[src/verilog/gpio_pkg.sv]
/*
 * Shared definitions for the GPIO block: bus and port widths, the
 * register selector passed from the decoder to each port bank, and
 * the byte offset map of all port registers.
 */

package gpio_pkg;

  // Bus geometry
  localparam int ADDR_W = 14;  // Word address
  localparam int DATA_W = 16;
  localparam int BYTE_W = 8;
  localparam int DEC_WD = 6;   // Byte offset bits inside the block

  typedef logic [BYTE_W-1:0] port_byte_t;
  typedef logic [DATA_W-1:0] bus_word_t;

  // Register inside one port bank
  typedef enum logic [2:0] {
    REG_NONE = 3'd0,
    REG_IN   = 3'd1,
    REG_OUT  = 3'd2,
    REG_DIR  = 3'd3,
    REG_IFG  = 3'd4,
    REG_IES  = 3'd5,
    REG_IE   = 3'd6,
    REG_SEL  = 3'd7
  } gpio_reg_e;

  // ----------------------------------------
  // Byte offsets
  // ----------------------------------------
  localparam logic [DEC_WD-1:0] P1IN_OFS  = 6'h20;  // Port 1
  localparam logic [DEC_WD-1:0] P1OUT_OFS = 6'h21;
  localparam logic [DEC_WD-1:0] P1DIR_OFS = 6'h22;
  localparam logic [DEC_WD-1:0] P1IFG_OFS = 6'h23;
  localparam logic [DEC_WD-1:0] P1IES_OFS = 6'h24;
  localparam logic [DEC_WD-1:0] P1IE_OFS  = 6'h25;
  localparam logic [DEC_WD-1:0] P1SEL_OFS = 6'h26;
  localparam logic [DEC_WD-1:0] P2IN_OFS  = 6'h28;  // Port 2
  localparam logic [DEC_WD-1:0] P2OUT_OFS = 6'h29;
  localparam logic [DEC_WD-1:0] P2DIR_OFS = 6'h2A;
  localparam logic [DEC_WD-1:0] P2IFG_OFS = 6'h2B;
  localparam logic [DEC_WD-1:0] P2IES_OFS = 6'h2C;
  localparam logic [DEC_WD-1:0] P2IE_OFS  = 6'h2D;
  localparam logic [DEC_WD-1:0] P2SEL_OFS = 6'h2E;
  localparam logic [DEC_WD-1:0] P3IN_OFS  = 6'h18;  // Port 3, no interrupts
  localparam logic [DEC_WD-1:0] P3OUT_OFS = 6'h19;
  localparam logic [DEC_WD-1:0] P3DIR_OFS = 6'h1A;
  localparam logic [DEC_WD-1:0] P3SEL_OFS = 6'h1B;

endpackage
[src/verilog/gpio_reg_if.sv]
/*
 * Register access channel between the address decoder and one port bank.
 * The decoder drives lane selects, strobes and write data; the bank
 * answers with read data.
 */

`timescale 1ns/1ps

interface gpio_reg_if;
  import gpio_pkg::*;

  gpio_reg_e  lo_reg;  // Register on bits 7:0
  gpio_reg_e  hi_reg;  // Register on bits 15:8
  logic [1:0] wr;      // Byte write enables for this bank
  logic       rd;
  bus_word_t  wdata;
  bus_word_t  rdata;   // Zero unless rd

  // Decoder side
  modport ctrl (
    output lo_reg, hi_reg, wr, rd, wdata,
    input  rdata
  );

  // Port bank side
  modport bank (
    input  lo_reg, hi_reg, wr, rd, wdata,
    output rdata
  );

endinterface

[src/verilog/gpio_top.sv]
/*
 * GPIO block top level. Plain peripheral bus and pin ports; one decoder
 * feeds three port banks, of which ports 1 and 2 carry interrupts.
 */

`timescale 1ns/1ps

module gpio_top #(
  parameter logic [gpio_pkg::ADDR_W-1:0] BASE_ADDR = '0
) (
  input  logic                        mclk,
  input  logic                        puc_rst,
  // Peripheral bus
  input  logic                        per_en,
  input  logic [gpio_pkg::ADDR_W-1:0] per_addr,
  input  logic [1:0]                  per_we,
  input  gpio_pkg::bus_word_t         per_din,
  output gpio_pkg::bus_word_t         per_dout,
  // Pins
  input  gpio_pkg::port_byte_t        p1_din,
  input  gpio_pkg::port_byte_t        p2_din,
  input  gpio_pkg::port_byte_t        p3_din,
  output gpio_pkg::port_byte_t        p1_dout,
  output gpio_pkg::port_byte_t        p1_dout_en,
  output gpio_pkg::port_byte_t        p1_sel,
  output gpio_pkg::port_byte_t        p2_dout,
  output gpio_pkg::port_byte_t        p2_dout_en,
  output gpio_pkg::port_byte_t        p2_sel,
  output gpio_pkg::port_byte_t        p3_dout,
  output gpio_pkg::port_byte_t        p3_dout_en,
  output gpio_pkg::port_byte_t        p3_sel,
  output logic                        irq_port1,
  output logic                        irq_port2
);

  gpio_reg_if p1_if ();
  gpio_reg_if p2_if ();
  gpio_reg_if p3_if ();

  gpio_decoder #(
    .BASE_ADDR (BASE_ADDR)
  ) decoder_i (
    .per_en   (per_en),
    .per_addr (per_addr),
    .per_we   (per_we),
    .per_din  (per_din),
    .per_dout (per_dout),
    .p1       (p1_if.ctrl),
    .p2       (p2_if.ctrl),
    .p3       (p3_if.ctrl)
  );

  // ----------------------------------------
  // Port banks
  // ----------------------------------------
  gpio_port #(.IRQ_EN(1'b1)) port1_i (
    .mclk    (mclk),
    .puc_rst (puc_rst),
    .din     (p1_din),
    .dout    (p1_dout),
    .dout_en (p1_dout_en),
    .sel     (p1_sel),
    .irq     (irq_port1),
    .bus     (p1_if.bank)
  );

  gpio_port #(.IRQ_EN(1'b1)) port2_i (
    .mclk    (mclk),
    .puc_rst (puc_rst),
    .din     (p2_din),
    .dout    (p2_dout),
    .dout_en (p2_dout_en),
    .sel     (p2_sel),
    .irq     (irq_port2),
    .bus     (p2_if.bank)
  );

  // Port 3 irq stays low, left open
  gpio_port #(.IRQ_EN(1'b0)) port3_i (
    .mclk    (mclk),
    .puc_rst (puc_rst),
    .din     (p3_din),
    .dout    (p3_dout),
    .dout_en (p3_dout_en),
    .sel     (p3_sel),
    .irq     (),
    .bus     (p3_if.bank)
  );

endmodule

[src/verilog/gpio_port.sv]
/*
 * One 8-bit GPIO port bank. Synchronizes the pins into IN, holds OUT,
 * DIR and SEL, and with IRQ_EN set adds the edge-triggered interrupt
 * group IFG, IES and IE with a single interrupt line.
 */

`timescale 1ns/1ps

module gpio_port #(
  parameter bit IRQ_EN = 1'b1
) (
  input  logic                 mclk,
  input  logic                 puc_rst,
  input  gpio_pkg::port_byte_t din,
  output gpio_pkg::port_byte_t dout,
  output gpio_pkg::port_byte_t dout_en,
  output gpio_pkg::port_byte_t sel,
  output logic                 irq,
  gpio_reg_if.bank             bus
);
  import gpio_pkg::*;

  localparam int NREG = 2 ** $bits(gpio_reg_e);

  // Byte for register r, taken from the lane that addresses it
  function automatic port_byte_t lane_byte(input gpio_reg_e r, input gpio_reg_e hi,
                                           input bus_word_t w);
    return (hi == r) ? w[DATA_W-1:BYTE_W] : w[BYTE_W-1:0];
  endfunction

  port_byte_t in_meta;
  port_byte_t in_q;     // IN register
  port_byte_t out_q;
  port_byte_t dir_q;
  port_byte_t sel_q;
  port_byte_t ifg_q;
  port_byte_t ies_q;
  port_byte_t ie_q;

  logic [NREG-1:0] reg_we;
  port_byte_t      reg_val [NREG];

  // ----------------------------------------
  // Pin synchronizer
  // ----------------------------------------
  always_ff @(posedge mclk or posedge puc_rst) begin
    if (puc_rst) begin
      in_meta <= '0;
      in_q    <= '0;
    end else begin
      in_meta <= din;
      in_q    <= in_meta;
    end
  end

  // Per-register write strobes, bit 0 is the idle selector
  always_comb begin
    reg_we = '0;
    if (bus.wr[0]) reg_we[bus.lo_reg] = 1'b1;
    if (bus.wr[1]) reg_we[bus.hi_reg] = 1'b1;
  end

  // ----------------------------------------
  // OUT, DIR and SEL
  // ----------------------------------------
  always_ff @(posedge mclk or posedge puc_rst) begin
    if (puc_rst) begin
      out_q <= '0;
      dir_q <= '0;
      sel_q <= '0;
    end else begin
      if (reg_we[REG_OUT]) out_q <= lane_byte(REG_OUT, bus.hi_reg, bus.wdata);
      if (reg_we[REG_DIR]) dir_q <= lane_byte(REG_DIR, bus.hi_reg, bus.wdata);
      if (reg_we[REG_SEL]) sel_q <= lane_byte(REG_SEL, bus.hi_reg, bus.wdata);
    end
  end

  assign dout    = out_q;
  assign dout_en = dir_q;
  assign sel     = sel_q;

  // ----------------------------------------
  // Interrupt group
  // ----------------------------------------
  if (IRQ_EN) begin : g_irq
    port_byte_t in_dly;
    port_byte_t rise;
    port_byte_t fall;
    port_byte_t ifg_set;

    assign rise    = in_q & ~in_dly;
    assign fall    = ~in_q & in_dly;
    assign ifg_set = (ies_q & fall) | (~ies_q & rise);  // IES=1 selects falling

    always_ff @(posedge mclk or posedge puc_rst) begin
      if (puc_rst) begin
        in_dly <= '0;
        ies_q  <= '0;
        ie_q   <= '0;
        ifg_q  <= '0;
      end else begin
        in_dly <= in_q;
        if (reg_we[REG_IES]) ies_q <= lane_byte(REG_IES, bus.hi_reg, bus.wdata);
        if (reg_we[REG_IE])  ie_q  <= lane_byte(REG_IE, bus.hi_reg, bus.wdata);
        // New edges win over a software clear
        if (reg_we[REG_IFG]) ifg_q <= lane_byte(REG_IFG, bus.hi_reg, bus.wdata) | ifg_set;
        else                 ifg_q <= ifg_q | ifg_set;
      end
    end

    assign irq = |(ie_q & ifg_q);
  end else begin : g_no_irq
    assign ifg_q = '0;
    assign ies_q = '0;
    assign ie_q  = '0;
    assign irq   = 1'b0;
  end

  // ----------------------------------------
  // Read back
  // ----------------------------------------
  always_comb begin
    reg_val          = '{default: '0};
    reg_val[REG_IN]  = in_q;
    reg_val[REG_OUT] = out_q;
    reg_val[REG_DIR] = dir_q;
    reg_val[REG_IFG] = ifg_q;
    reg_val[REG_IES] = ies_q;
    reg_val[REG_IE]  = ie_q;
    reg_val[REG_SEL] = sel_q;
  end

  assign bus.rdata = bus.rd ? {reg_val[bus.hi_reg], reg_val[bus.lo_reg]} : '0;

endmodule

[src/verilog/gpio_decoder.sv]
/*
 * Peripheral bus decoder for the GPIO block. Matches the word address
 * against the block base, maps both byte lanes to a port register and
 * routes the access to the owning port bank. Read data is an OR merge.
 */

`timescale 1ns/1ps

module gpio_decoder #(
  parameter logic [gpio_pkg::ADDR_W-1:0] BASE_ADDR = '0
) (
  input  logic                          per_en,
  input  logic [gpio_pkg::ADDR_W-1:0]   per_addr,
  input  logic [1:0]                    per_we,
  input  gpio_pkg::bus_word_t           per_din,
  output gpio_pkg::bus_word_t           per_dout,
  gpio_reg_if.ctrl                      p1,
  gpio_reg_if.ctrl                      p2,
  gpio_reg_if.ctrl                      p3
);
  import gpio_pkg::*;

  localparam int WORD_BITS = DEC_WD - 1;  // Word offset bits

  // Decoded byte lane: owning port (0 for none) and register
  typedef struct packed {
    logic [1:0] port;
    gpio_reg_e  rg;
  } lane_t;

  localparam lane_t LANE_IDLE = '{port: 2'd0, rg: REG_NONE};

  function automatic lane_t decode_ofs(input logic [DEC_WD-1:0] ofs);
    lane_t d;
    d = LANE_IDLE;
    case (ofs)
      P1IN_OFS:  d = '{port: 2'd1, rg: REG_IN};
      P1OUT_OFS: d = '{port: 2'd1, rg: REG_OUT};
      P1DIR_OFS: d = '{port: 2'd1, rg: REG_DIR};
      P1IFG_OFS: d = '{port: 2'd1, rg: REG_IFG};
      P1IES_OFS: d = '{port: 2'd1, rg: REG_IES};
      P1IE_OFS:  d = '{port: 2'd1, rg: REG_IE};
      P1SEL_OFS: d = '{port: 2'd1, rg: REG_SEL};
      P2IN_OFS:  d = '{port: 2'd2, rg: REG_IN};
      P2OUT_OFS: d = '{port: 2'd2, rg: REG_OUT};
      P2DIR_OFS: d = '{port: 2'd2, rg: REG_DIR};
      P2IFG_OFS: d = '{port: 2'd2, rg: REG_IFG};
      P2IES_OFS: d = '{port: 2'd2, rg: REG_IES};
      P2IE_OFS:  d = '{port: 2'd2, rg: REG_IE};
      P2SEL_OFS: d = '{port: 2'd2, rg: REG_SEL};
      P3IN_OFS:  d = '{port: 2'd3, rg: REG_IN};
      P3OUT_OFS: d = '{port: 2'd3, rg: REG_OUT};
      P3DIR_OFS: d = '{port: 2'd3, rg: REG_DIR};
      P3SEL_OFS: d = '{port: 2'd3, rg: REG_SEL};
      default:   d = LANE_IDLE;  // Hole in the map
    endcase
    return d;
  endfunction

  // Lane register as seen by port n
  function automatic gpio_reg_e lane_reg(input lane_t d, input logic [1:0] n);
    return (d.port == n) ? d.rg : REG_NONE;
  endfunction

  // ----------------------------------------
  // Block select and lane decode
  // ----------------------------------------
  logic              reg_sel;
  logic [DEC_WD-1:0] lo_ofs;
  logic [DEC_WD-1:0] hi_ofs;
  lane_t             lo_dec;
  lane_t             hi_dec;
  logic [3:1]        hit;      // Port owning the addressed word
  logic              rd_acc;

  assign reg_sel = per_en &&
                   (per_addr[ADDR_W-1:WORD_BITS] == BASE_ADDR[ADDR_W-1:WORD_BITS]);
  assign lo_ofs  = {per_addr[WORD_BITS-1:0], 1'b0};  // Even byte on low lane
  assign hi_ofs  = {per_addr[WORD_BITS-1:0], 1'b1};

  assign lo_dec = reg_sel ? decode_ofs(lo_ofs) : LANE_IDLE;
  assign hi_dec = reg_sel ? decode_ofs(hi_ofs) : LANE_IDLE;

  assign hit[1] = (lo_dec.port == 2'd1) || (hi_dec.port == 2'd1);
  assign hit[2] = (lo_dec.port == 2'd2) || (hi_dec.port == 2'd2);
  assign hit[3] = (lo_dec.port == 2'd3) || (hi_dec.port == 2'd3);

  assign rd_acc = ~|per_we;  // No byte enable means read

  // ----------------------------------------
  // Fan out to the port banks
  // ----------------------------------------
  assign p1.lo_reg = lane_reg(lo_dec, 2'd1);
  assign p1.hi_reg = lane_reg(hi_dec, 2'd1);
  assign p1.wr     = per_we & {2{hit[1]}};
  assign p1.rd     = rd_acc & hit[1];
  assign p1.wdata  = per_din;

  assign p2.lo_reg = lane_reg(lo_dec, 2'd2);
  assign p2.hi_reg = lane_reg(hi_dec, 2'd2);
  assign p2.wr     = per_we & {2{hit[2]}};
  assign p2.rd     = rd_acc & hit[2];
  assign p2.wdata  = per_din;

  assign p3.lo_reg = lane_reg(lo_dec, 2'd3);
  assign p3.hi_reg = lane_reg(hi_dec, 2'd3);
  assign p3.wr     = per_we & {2{hit[3]}};
  assign p3.rd     = rd_acc & hit[3];
  assign p3.wdata  = per_din;

  // Banks return zero when not read
  assign per_dout = p1.rdata | p2.rdata | p3.rdata;

endmodule

[config.mk]
export PLATFORM = sky130hd
export DESIGN_NAME = gpio_top
export DESIGN_NICKNAME = d
export VERILOG_FILES = /design/src/verilog/gpio_pkg.sv /design/src/verilog/gpio_reg_if.sv /design/src/verilog/gpio_top.sv /design/src/verilog/gpio_port.sv /design/src/verilog/gpio_decoder.sv
export SDC_FILE = /design/constraint.sdc
export NUM_CORES = 1
export LEC_CHECK = 0
export BUFFER_PORTS_ARGS = -buffer_cell sky130_fd_sc_hd__buf_2
export CAP_MARGIN = 20
export CORE_MARGIN = 4
export CORE_UTILIZATION = 50
export CTS_CLUSTER_SIZE = 28
export DETAILED_ROUTE_END_ITERATION = 10
export MAX_ROUTING_LAYER = met4
export PLACE_DENSITY = 0.83
export SLEW_MARGIN = 10
export SYNTH_ARGS = -nofsm -noshare
export SYNTH_HDL_FRONTEND = slang
export SYNTH_SLANG_ARGS = --single-unit
[constraint.sdc]
create_clock -name mclk -period 10.19 [get_ports mclk]
set_input_delay 2.038 -clock mclk [delete_from_list [all_inputs] [get_ports mclk]]
set_output_delay 2.038 -clock mclk [all_outputs]
set_load 0.03 [all_outputs]
==> results of run 1 <==
worst reg2reg max path, stage by stage (launching register included):
cell and delay (ps):
dfrtp_1 410, nand2_1 80, nor2_1 40, a21oi_1 180, nand2_1 80
cells in the final DEF, fill, tap and decap left out, types with 9 or more instances in the layout:
master	n
mux2i_1	41
nand2_1	68
nor2_1	38
o211ai_1	9
o21ai_0	10
a21oi_1	17
mux2_2	109
buf_2	149
clkbuf_16	17
dfrtp_1	184
a22oi_1	12
nand4_1	10
cells by family after synthesis:
| logic type | count (synthesis) |
|---|---|
| compound gates | 112 |
| fa+ha+maj | 4 |
| buf+inv | 31 |
| flops | 184 |
| mux | 151 |
| simple gates | 194 |
flip-flops by register name, summed over array words and instances (netlist names):
signal	count
port1_i.dout	8
port1_i.dout_en	8
port1_i.g_irq.in_dly	8
port1_i.ie_q	8
port1_i.ies_q	8
port1_i.ifg_q	8
port1_i.in_meta	8
port1_i.in_q	8
port1_i.sel	8
port2_i.dout	8
port2_i.dout_en	8
port2_i.g_irq.in_dly	8
port2_i.ie_q	8
port2_i.ies_q	8
port2_i.ifg_q	8
port2_i.in_meta	8
port2_i.in_q	8
port2_i.sel	8
port3_i.dout	8
port3_i.dout_en	8
port3_i.in_meta	8
port3_i.in_q	8
port3_i.sel	8
through the flow:
| step | cell area (sq um) | util, % | hold WS, ps |
|---|---|---|---|
| floorplan | 8390 | - | 331 |
| global placement | 9360 | 56.6 | 332 |
| detailed placement | 9370 | 56.7 | 335 |
| CTS | 9970 | 60.3 | 347 |
| global route | 10000 | 60.5 | 350 |
| finish | 10000 | 60.5 | 340 |
synthesized netlist by cell type, types with 9 or more instances:
cell type / count
mux2i_1: 41
clkbuf_1: 15
o21ai_0: 10
a22oi_1: 12
nand4_1: 10
a21oi_1: 17
nor2_1: 38
o211ai_1: 9
dfrtp_1: 184
mux2_2: 109
nand2_1: 68
cell type report:
type / count / share of cell area (%)
timing repair buffer: 157 / 8.26
inverter: 6 / 0.275
tap: 220 / 2.75
multi-input combinational: 461 / 36.6
antenna: 2 / 0.0500
clock inverter: 13 / 1.51
clock buffer: 19 / 4.53
sequential: 184 / 46.0
per-layer routing:
layer	up-vias	GRT usage, %	wire, um
li1	2853	-	-
met1	3318	39.0	10400
met2	471	42.1	11600
met3	55	6.43	2720
met4	0	8.59	643
met5	-	-	0
worst min-delay path by stage:
stage                  startpoint         endpoint  slack (ps)  depth (start not counted)
2_1_floorplan  port1_i.in_meta[0]  port1_i.in_q[0]         330                          0
3_3_place_gp   port2_i.in_meta[5]  port2_i.in_q[5]         330                          0
3_5_place_dp   port1_i.in_meta[3]  port1_i.in_q[3]         330                          0
4_1_cts        port1_i.in_meta[0]  port1_i.in_q[0]         350                          0
5_1_grt        port2_i.in_meta[0]  port2_i.in_q[0]         350                          0
6_report       port1_i.in_meta[0]  port1_i.in_q[0]         340                          0
power breakdown:
group	leakage [nW]	internal, mW	switching [mW]	total [mW]
Clock	0.295	0.362	0.306	0.668
Sequential	2.34	0.743	0.00824	0.751
Combinational	2.12	0.0213	0.0523	0.0736
Total	4.76	1.13	0.367	1.49
==> flow_summary.rst, run 1 <==
.. list-table::
   :header-rows: 1

   * - Metric
     - Value
   * - Number of port buffers
     - 148
   * - Hold bufs inserted after CTS
     - 0
   * - Half-perimeter wire length of the detailed placement result
     - approximately 18000 um
   * - Overall die area
     - 0.0189 sq mm
   * - Critical Path End Type
     - output pin
   * - Source of the worst register-to-register timing path
     - port2_i.ies_q[4]
   * - Arrival time of data at the critical path endpoint
     - roughly 5200 ps
   * - Category of the worst setup path launch point
     - primary input
   * - Share of final-layout standard cells stronger than drive strength 1
     - a little under two fifths
   * - Setup Viol. Count Final
     - 0
   * - Setup TNS
     - 0 ps
   * - DP Worst Slack
     - 3090 ps
   * - Cell depth of the worst flop-to-flop path
     - 4
   * - Post-synthesis instance area
     - 0.00839 sq mm
   * - Number of H-tree levels
     - 4
   * - Maximum number of pins on one net before global-route repair
     - roughly 100
   * - Status
     - complete, no violations
   * - Critical path class
     - primary input to output pin
   * - Power density cells
     - between 100 and 150 mW/mm^2
   * - Synth Area in Compound Gates
     - 10.1%
   * - Die outline width
     - 138 um
   * - Final routed DRC violation total
     - 0
   * - Iter 0 DRT Violations
     - around 1.1k
   * - Clock Tree Buf Depth
     - 2
   * - Worst path top cell family by delay
     - simple AND/OR/NAND/NOR gates
   * - Cell with the biggest individual delay on the critical path
     - nor4_2
   * - Critical-path cell list
     - buf_2 > nor4_2 > nand3_1 > buf_4 > or3_1 > o32a_1 > o22ai_1 > buf_2
   * - Worst Slack Setup Final
     - approximately 3000 ps
   * - Number of non-filler instances in the completed layout
     - 1062
   * - Mean Syn Cell Area
     - between 10 and 15 sq um
   * - Maximum capacitance violations
     - 0
   * - Clock latency of the later-clocked register in the worst-skew pair
     - roughly 440 ps
   * - CP Depth
     - 8
   * - Number of cells upsized or downsized after cts
     - 0
   * - Basic-gate share of the synthesized area counting and, or, nand and nor cells
     - approximately an eighth
   * - Post-layout nets
     - between 800 and 900
   * - Number of buffers added for setup after CTS
     - 0
   * - Effective utilization at floorplan
     - around 50%
   * - Cell accounting for the most synthesized area
     - dfrtp_1
   * - Residual overflow from global routing
     - 0
   * - Total power
     - roughly 1.5 mW
   * - Unrepaired setup endpoints after global routing
     - no
   * - Number of hold-slack violations in the final timing report
     - 0
   * - Largest voltage drop on the vdd net
     - 0.108 mV
   * - Total CTS buffers
     - 17
   * - Number of top-level pins
     - ~150
   * - Clock skew
     - roughly 10 ps
   * - Via count of the first global-routing pass
     - roughly 6.6k
   * - Delay contributed by the slowest stage of the critical path
     - 770 ps
   * - Multiplexer share of the synthesized area
     - between 10% and 20%
   * - Clock transition at the registers of the reported paths
     - around 70 ps
   * - Unique cell type count in the Yosys netlist
     - 67
   * - Total of flip-flops plus latches after synthesis
     - 184
   * - Total area of multi-input combinational cells
     - around 0.0037 sq mm
   * - Tightest slew margin relative to the limit
     - roughly 38%
   * - Commonest register cell after synthesis
     - dfrtp_1
   * - Fin crit period
     - between 7000 and 8000 ps
   * - Synthesis warning total
     - 0
   * - Adder and majority cell fraction of the synthesized area
     - less than 1%
   * - Remaining number of nets flagged by the antenna check after routing
     - 0
   * - Clk sink count
     - 184
   * - Antenna violations before repair
     - 2
   * - Syn-to-layout area delta
     - 19.2%
   * - Placeable core region
     - around 0.017 sq mm
   * - Die Height
     - 138 um
   * - Start point of the critical path
     - per_addr[6]
   * - Largest family of logic cells by synthesized area
     - multiplexers
   * - Period utilization
     - 71.0%
   * - FP Rows
     - 47
   * - Final Max Slew Viols
     - 0
   * - Crit path required time
     - 8150 ps
   * - Actual slew at the worst max-slew pin
     - roughly 900 ps
   * - Peak fanout along the critical path
     - 27
   * - Nets in the synthesized netlist
     - around 740
   * - CTS tree
     - built
   * - Post-synth EDFFs
     - 0
   * - Highest achievable clock rate
     - 138 MHz
   * - Buffers and inverters on the worst path
     - 3
   * - First drt pass iteration count
     - 6
   * - Routability congestion estimate
     - 1.07
   * - GRT Overall Usage
     - between 20% and 30%
   * - Area taken by flip-flops and latches
     - about 0.0046 sq mm
   * - WL per Instance
     - between 20 and 25 um
   * - Cell type with the highest occurrence count on the critical path
     - buf_2
   * - LEAKAGE
     - 4.76 nW
   * - Number of fill cells in the layout
     - roughly 1.3k
   * - Synth Area in XOR/XNOR
     - 0%
   * - Area fraction of the dominant cell type after synthesis
     - between 50% and 60%
   * - First-pass GRT wire length
     - ~39000 um
   * - Critical path capture point
     - per_dout[14]
   * - Number of instances in the placed design
     - between 1k and 1.5k
   * - Async set-reset flop share out of synthesis
     - between 90% and 100%
   * - Main area contributors after synthesis
     - dfrtp_1, mux2_2, mux2i_1
   * - Register-to-register setup slack
     - slightly above 9000 ps
   * - Routed WL
     - 25400 um
   * - Capture point of the worst reg-to-reg path
     - port2_i.ifg_q[4]
   * - Clk root buf
     - clkbuf_16
   * - Cells after synthesis
     - about 680
   * - Detail-routed via count per cell
     - between 6 and 7
   * - Sequential cell area fraction in the yosys report
     - 54.9%
   * - Type of the most critical hold path
     - flop to flop
   * - Total via count in the routed design
     - 6697
Note: power is estimated with default switching activity, not from simulation.
==> run 2, diff against run 1 <==
--- a/config.mk
+++ b/config.mk
@@ -12,7 +12,7 @@
 export CTS_CLUSTER_SIZE = 28
 export DETAILED_ROUTE_END_ITERATION = 10
 export MAX_ROUTING_LAYER = met4
-export PLACE_DENSITY = 0.83
+export PLACE_DENSITY = 0.85
 export SLEW_MARGIN = 10
 export SYNTH_ARGS = -nofsm -noshare
 export SYNTH_HDL_FRONTEND = slang
==> constraint.sdc (replaced) <==
create_clock -name mclk -period 6.2 [get_ports mclk]
set_input_delay 1.24 -clock mclk [delete_from_list [all_inputs] [get_ports mclk]]
set_output_delay 1.24 -clock mclk [all_outputs]
set_load 0.03 [all_outputs]
==> run 2 against run 1 <==
Net effect:
- die area did not move
- sequential share of layout area decreased by 0.25 points
- sequential power increased by 64%
- register-to-register slack worse by 4100 ps
- non-clock buffer count increased by 1
- hold slack improved by 11 ps
- critical path depth is the same
- largest cell class unchanged
==> flow_summary.rst, run 2 (same netlist as run 1, synthesis figures left out) <==
.. list-table::
   :header-rows: 1

   * - Metric
     - Value
   * - Status
     - complete, no violations (unchanged)
   * - Register-to-register setup slack
     - 5190 ps (was 9280 ps)
   * - Post-layout nets
     - 891 (was 890)
   * - Peak fanout along the critical path
     - 21 (was 27)
   * - Number of H-tree levels
     - 4 (unchanged)
   * - Remaining number of nets flagged by the antenna check after routing
     - 0 (unchanged)
   * - Sequential group share of total power
     - 48.2% (was 50.3%)
   * - Buffers and inverters on the worst path
     - 3 (unchanged)
   * - Iter 0 DRT Violations
     - 793 (was 1091)
   * - Number of instances in the placed design
     - 1028 (was 1027)
   * - Category of the worst setup path launch point
     - primary input (unchanged)
   * - Clock power frac
     - 47.2% (was 44.8%)
   * - Number of cells upsized or downsized after cts
     - 0 (unchanged)
   * - Period utilization
     - between 80 and 90%
   * - Sw power
     - 0.612 mW (was 0.367 mW)
   * - First drt pass iteration count
     - 6 (unchanged)
   * - Tightest slew margin relative to the limit
     - 37.4% (was 38.4%)
   * - Critical Path End Type
     - output pin (unchanged)
   * - Worst path top cell family by delay
     - simple AND/OR/NAND/NOR gates (unchanged)
   * - Crit path required time
     - 4960 ps (was 8150 ps)
   * - Half-perimeter wire length of the detailed placement result
     - 18400 um (about the same)
   * - Net switching share of the total power
     - 23.9% (was 24.6%)
   * - Worst Slack Setup Final
     - 927 ps (was 2950 ps)
   * - Hold bufs inserted after CTS
     - 0 (unchanged)
   * - Clk sink count
     - 184 (unchanged)
   * - Clock skew
     - 5.80 ps (was 10.0 ps)
   * - Setup Viol. Count Final
     - 0 (unchanged)
   * - DP Worst Slack
     - 994 ps (was 3090 ps)
   * - Fin crit period
     - roughly 5300 ps
   * - FP Rows
     - 47 (unchanged)
   * - Share of final-layout standard cells stronger than drive strength 1
     - 38.0% (about the same)
   * - Detail-routed via count per cell
     - 6.27 (was 6.31)
   * - Placeable core region
     - 0.0165 sq mm (unchanged)
   * - Critical path class
     - primary input to output pin (unchanged)
   * - Arrival time of data at the critical path endpoint
     - 4030 ps (was 5200 ps)
   * - Critical-path cell list
     - buf_2 > nor4_2 > nand3_1 > buf_4 > nor4_1 > a221oi_1 > or3_1 > buf_2 (was buf_2 > nor4_2 > nand3_1 > buf_4 > or3_1 > o32a_1 > o22ai_1 > buf_2)
   * - Instance area after placement
     - 0.00939 sq mm (was 0.00937 sq mm)
   * - Final instance area
     - 0.0101 sq mm (was 0.0100 sq mm)
   * - Number of buffers added for setup after CTS
     - 0 (unchanged)
   * - Highest achievable clock rate
     - ~190 MHz
   * - Routed WL
     - 25800 um (was 25400 um)
   * - Number of non-filler instances in the completed layout
     - 1062 (unchanged)
   * - Power density cells
     - 255 mW/mm^2 (was 149 mW/mm^2)
   * - Final Max Slew Viols
     - 0 (unchanged)
   * - Type of the most critical hold path
     - flop to flop (unchanged)
   * - Hold path startpoint
     - port2_i.in_meta[3] (was port1_i.in_meta[0])
   * - Total CTS buffers
     - 17 (unchanged)
   * - Clk root buf
     - clkbuf_16 (unchanged)
   * - Delay contributed by the slowest stage of the critical path
     - 720 ps (was 770 ps)
   * - Overall die area
     - 0.0189 sq mm (unchanged)
   * - Maximum number of pins on one net before global-route repair
     - 185 (was 101)
   * - Unrepaired setup endpoints after global routing
     - no (unchanged)
   * - P_int
     - 1.95 mW (was 1.13 mW)
   * - Most frequent cells in the layout
     - dfrtp_1, buf_2, mux2_2, nand2_1, mux2i_1 (unchanged)
   * - GRT Overall Usage
     - 28.8% (was 28.3%)
   * - Final routed DRC violation total
     - 0 (unchanged)
   * - Cell type with the highest occurrence count on the critical path
     - buf_2 (unchanged)
   * - Number of port buffers
     - 148 (unchanged)
   * - Routability congestion estimate
     - 0.980 (was 1.07)
   * - Share of total power in combinational logic
     - 4.6% (was 4.9%)
   * - CTS tree
     - built (unchanged)
   * - Number of top-level pins
     - 149 (unchanged)
   * - Source of the worst register-to-register timing path
     - port2_i.ies_q[6] (was port2_i.ies_q[4])
   * - Antenna violations before repair
     - 1 (was 2)
   * - Total via count in the routed design
     - 6655 (was 6697)
   * - Total power
     - 2.56 mW (was 1.49 mW)
   * - LEAKAGE
     - 4.77 nW (was 4.76 nW)
   * - Die outline width
     - 138 um (unchanged)
   * - Cell with the biggest individual delay on the critical path
     - nor4_2 (unchanged)
   * - Residual overflow from global routing
     - 0 (unchanged)
   * - Effective utilization at floorplan
     - 50.8% (unchanged)
   * - Syn-to-layout area delta
     - 19.9% (was 19.2%)
   * - Clock Tree Buf Depth
     - 2 (unchanged)
   * - Maximum capacitance violations
     - 0 (unchanged)
   * - WL per Instance
     - 24.3 um (was 23.9 um)
   * - Largest voltage drop on the vdd net
     - 0.204 mV (was 0.108 mV)
   * - Leading cell type in the layout, fill and taps excluded
     - dfrtp_1 (unchanged)
   * - Die Height
     - 138 um (unchanged)
   * - Via count of the first global-routing pass
     - 6556 (was 6608)
   * - First-pass GRT wire length
     - 38900 um (was 38800 um)
   * - Clock transition at the registers of the reported paths
     - 70 ps (about the same)
   * - Setup TNS
     - 0 ps (unchanged)
   * - Number of hold-slack violations in the final timing report
     - 0 (unchanged)
   * - Actual slew at the worst max-slew pin
     - 940 ps (was 921 ps)
   * - Start point of the critical path
     - per_addr[6] (unchanged)
   * - Clock latency of the later-clocked register in the worst-skew pair
     - 440 ps (about the same)
-- run 2: path summary, 6_finish.rpt --
| path | end | depth (start not counted) |
|---|---|---|
| hold reg to reg | port2_i.in_q[3] | 0 |
| setup reg to reg | port2_i.ifg_q[6] | 4 |
| min in group asynchronous | port2_i.in_meta[0] | 3 |
| hold / removal | port2_i.in_q[3] | 0 |
| max in group asynchronous | port1_i.dout[3] | 3 |
| setup / recovery | per_dout[7] | 8 |
-- run 2: metal layers --
metal,part of all wire (%),GRT usage [%],up-vias
li1,-,-,2850
met1,42,39.5,3346
met2,47,43.2,396
met3,8.1,4.05,63
met4,3.1,11.9,0
met5,0,-,-
-- run 2: area by class of cell --
cell class	instances	area (sq um)
Timing Repair Buffer	158	828
Sequential cell	184	4600
Multi-Input combinational cell	461	3660
Clock inverter	15	235
Inverter	6	26.3
Tap cell	220	275
Fill cell	1326	6470
Clock buffer	17	425
Antenna cell	1	2.50
-- run 2: worst reg2reg max path, cell delays in order (launching register included) --
cell     delay, ps
dfrtp_1        460
nand2_1        100
nor2_1          40
a21oi_1        210
nand2_1         80
-- run 2: metrics by stage --
step / util [%] / hold WS [ps]
floorplan: - / 331
global placement: 56.8 / 331
detailed placement: 56.8 / 336
CTS: 60.8 / 352
global route: 60.9 / 353
finish: 60.9 / 351
-- run 2: power by group through the flow --
stage / combinational (mW) / sequential [mW] / clock (mW)
floorplan: 0.0615 / 1.25 / 0
global placement: 0.114 / 1.26 / 0
detailed placement: 0.116 / 1.26 / 0
CTS: 0.117 / 1.23 / 1.22
global route: 0.130 / 1.24 / 1.27
finish: 0.118 / 1.23 / 1.21
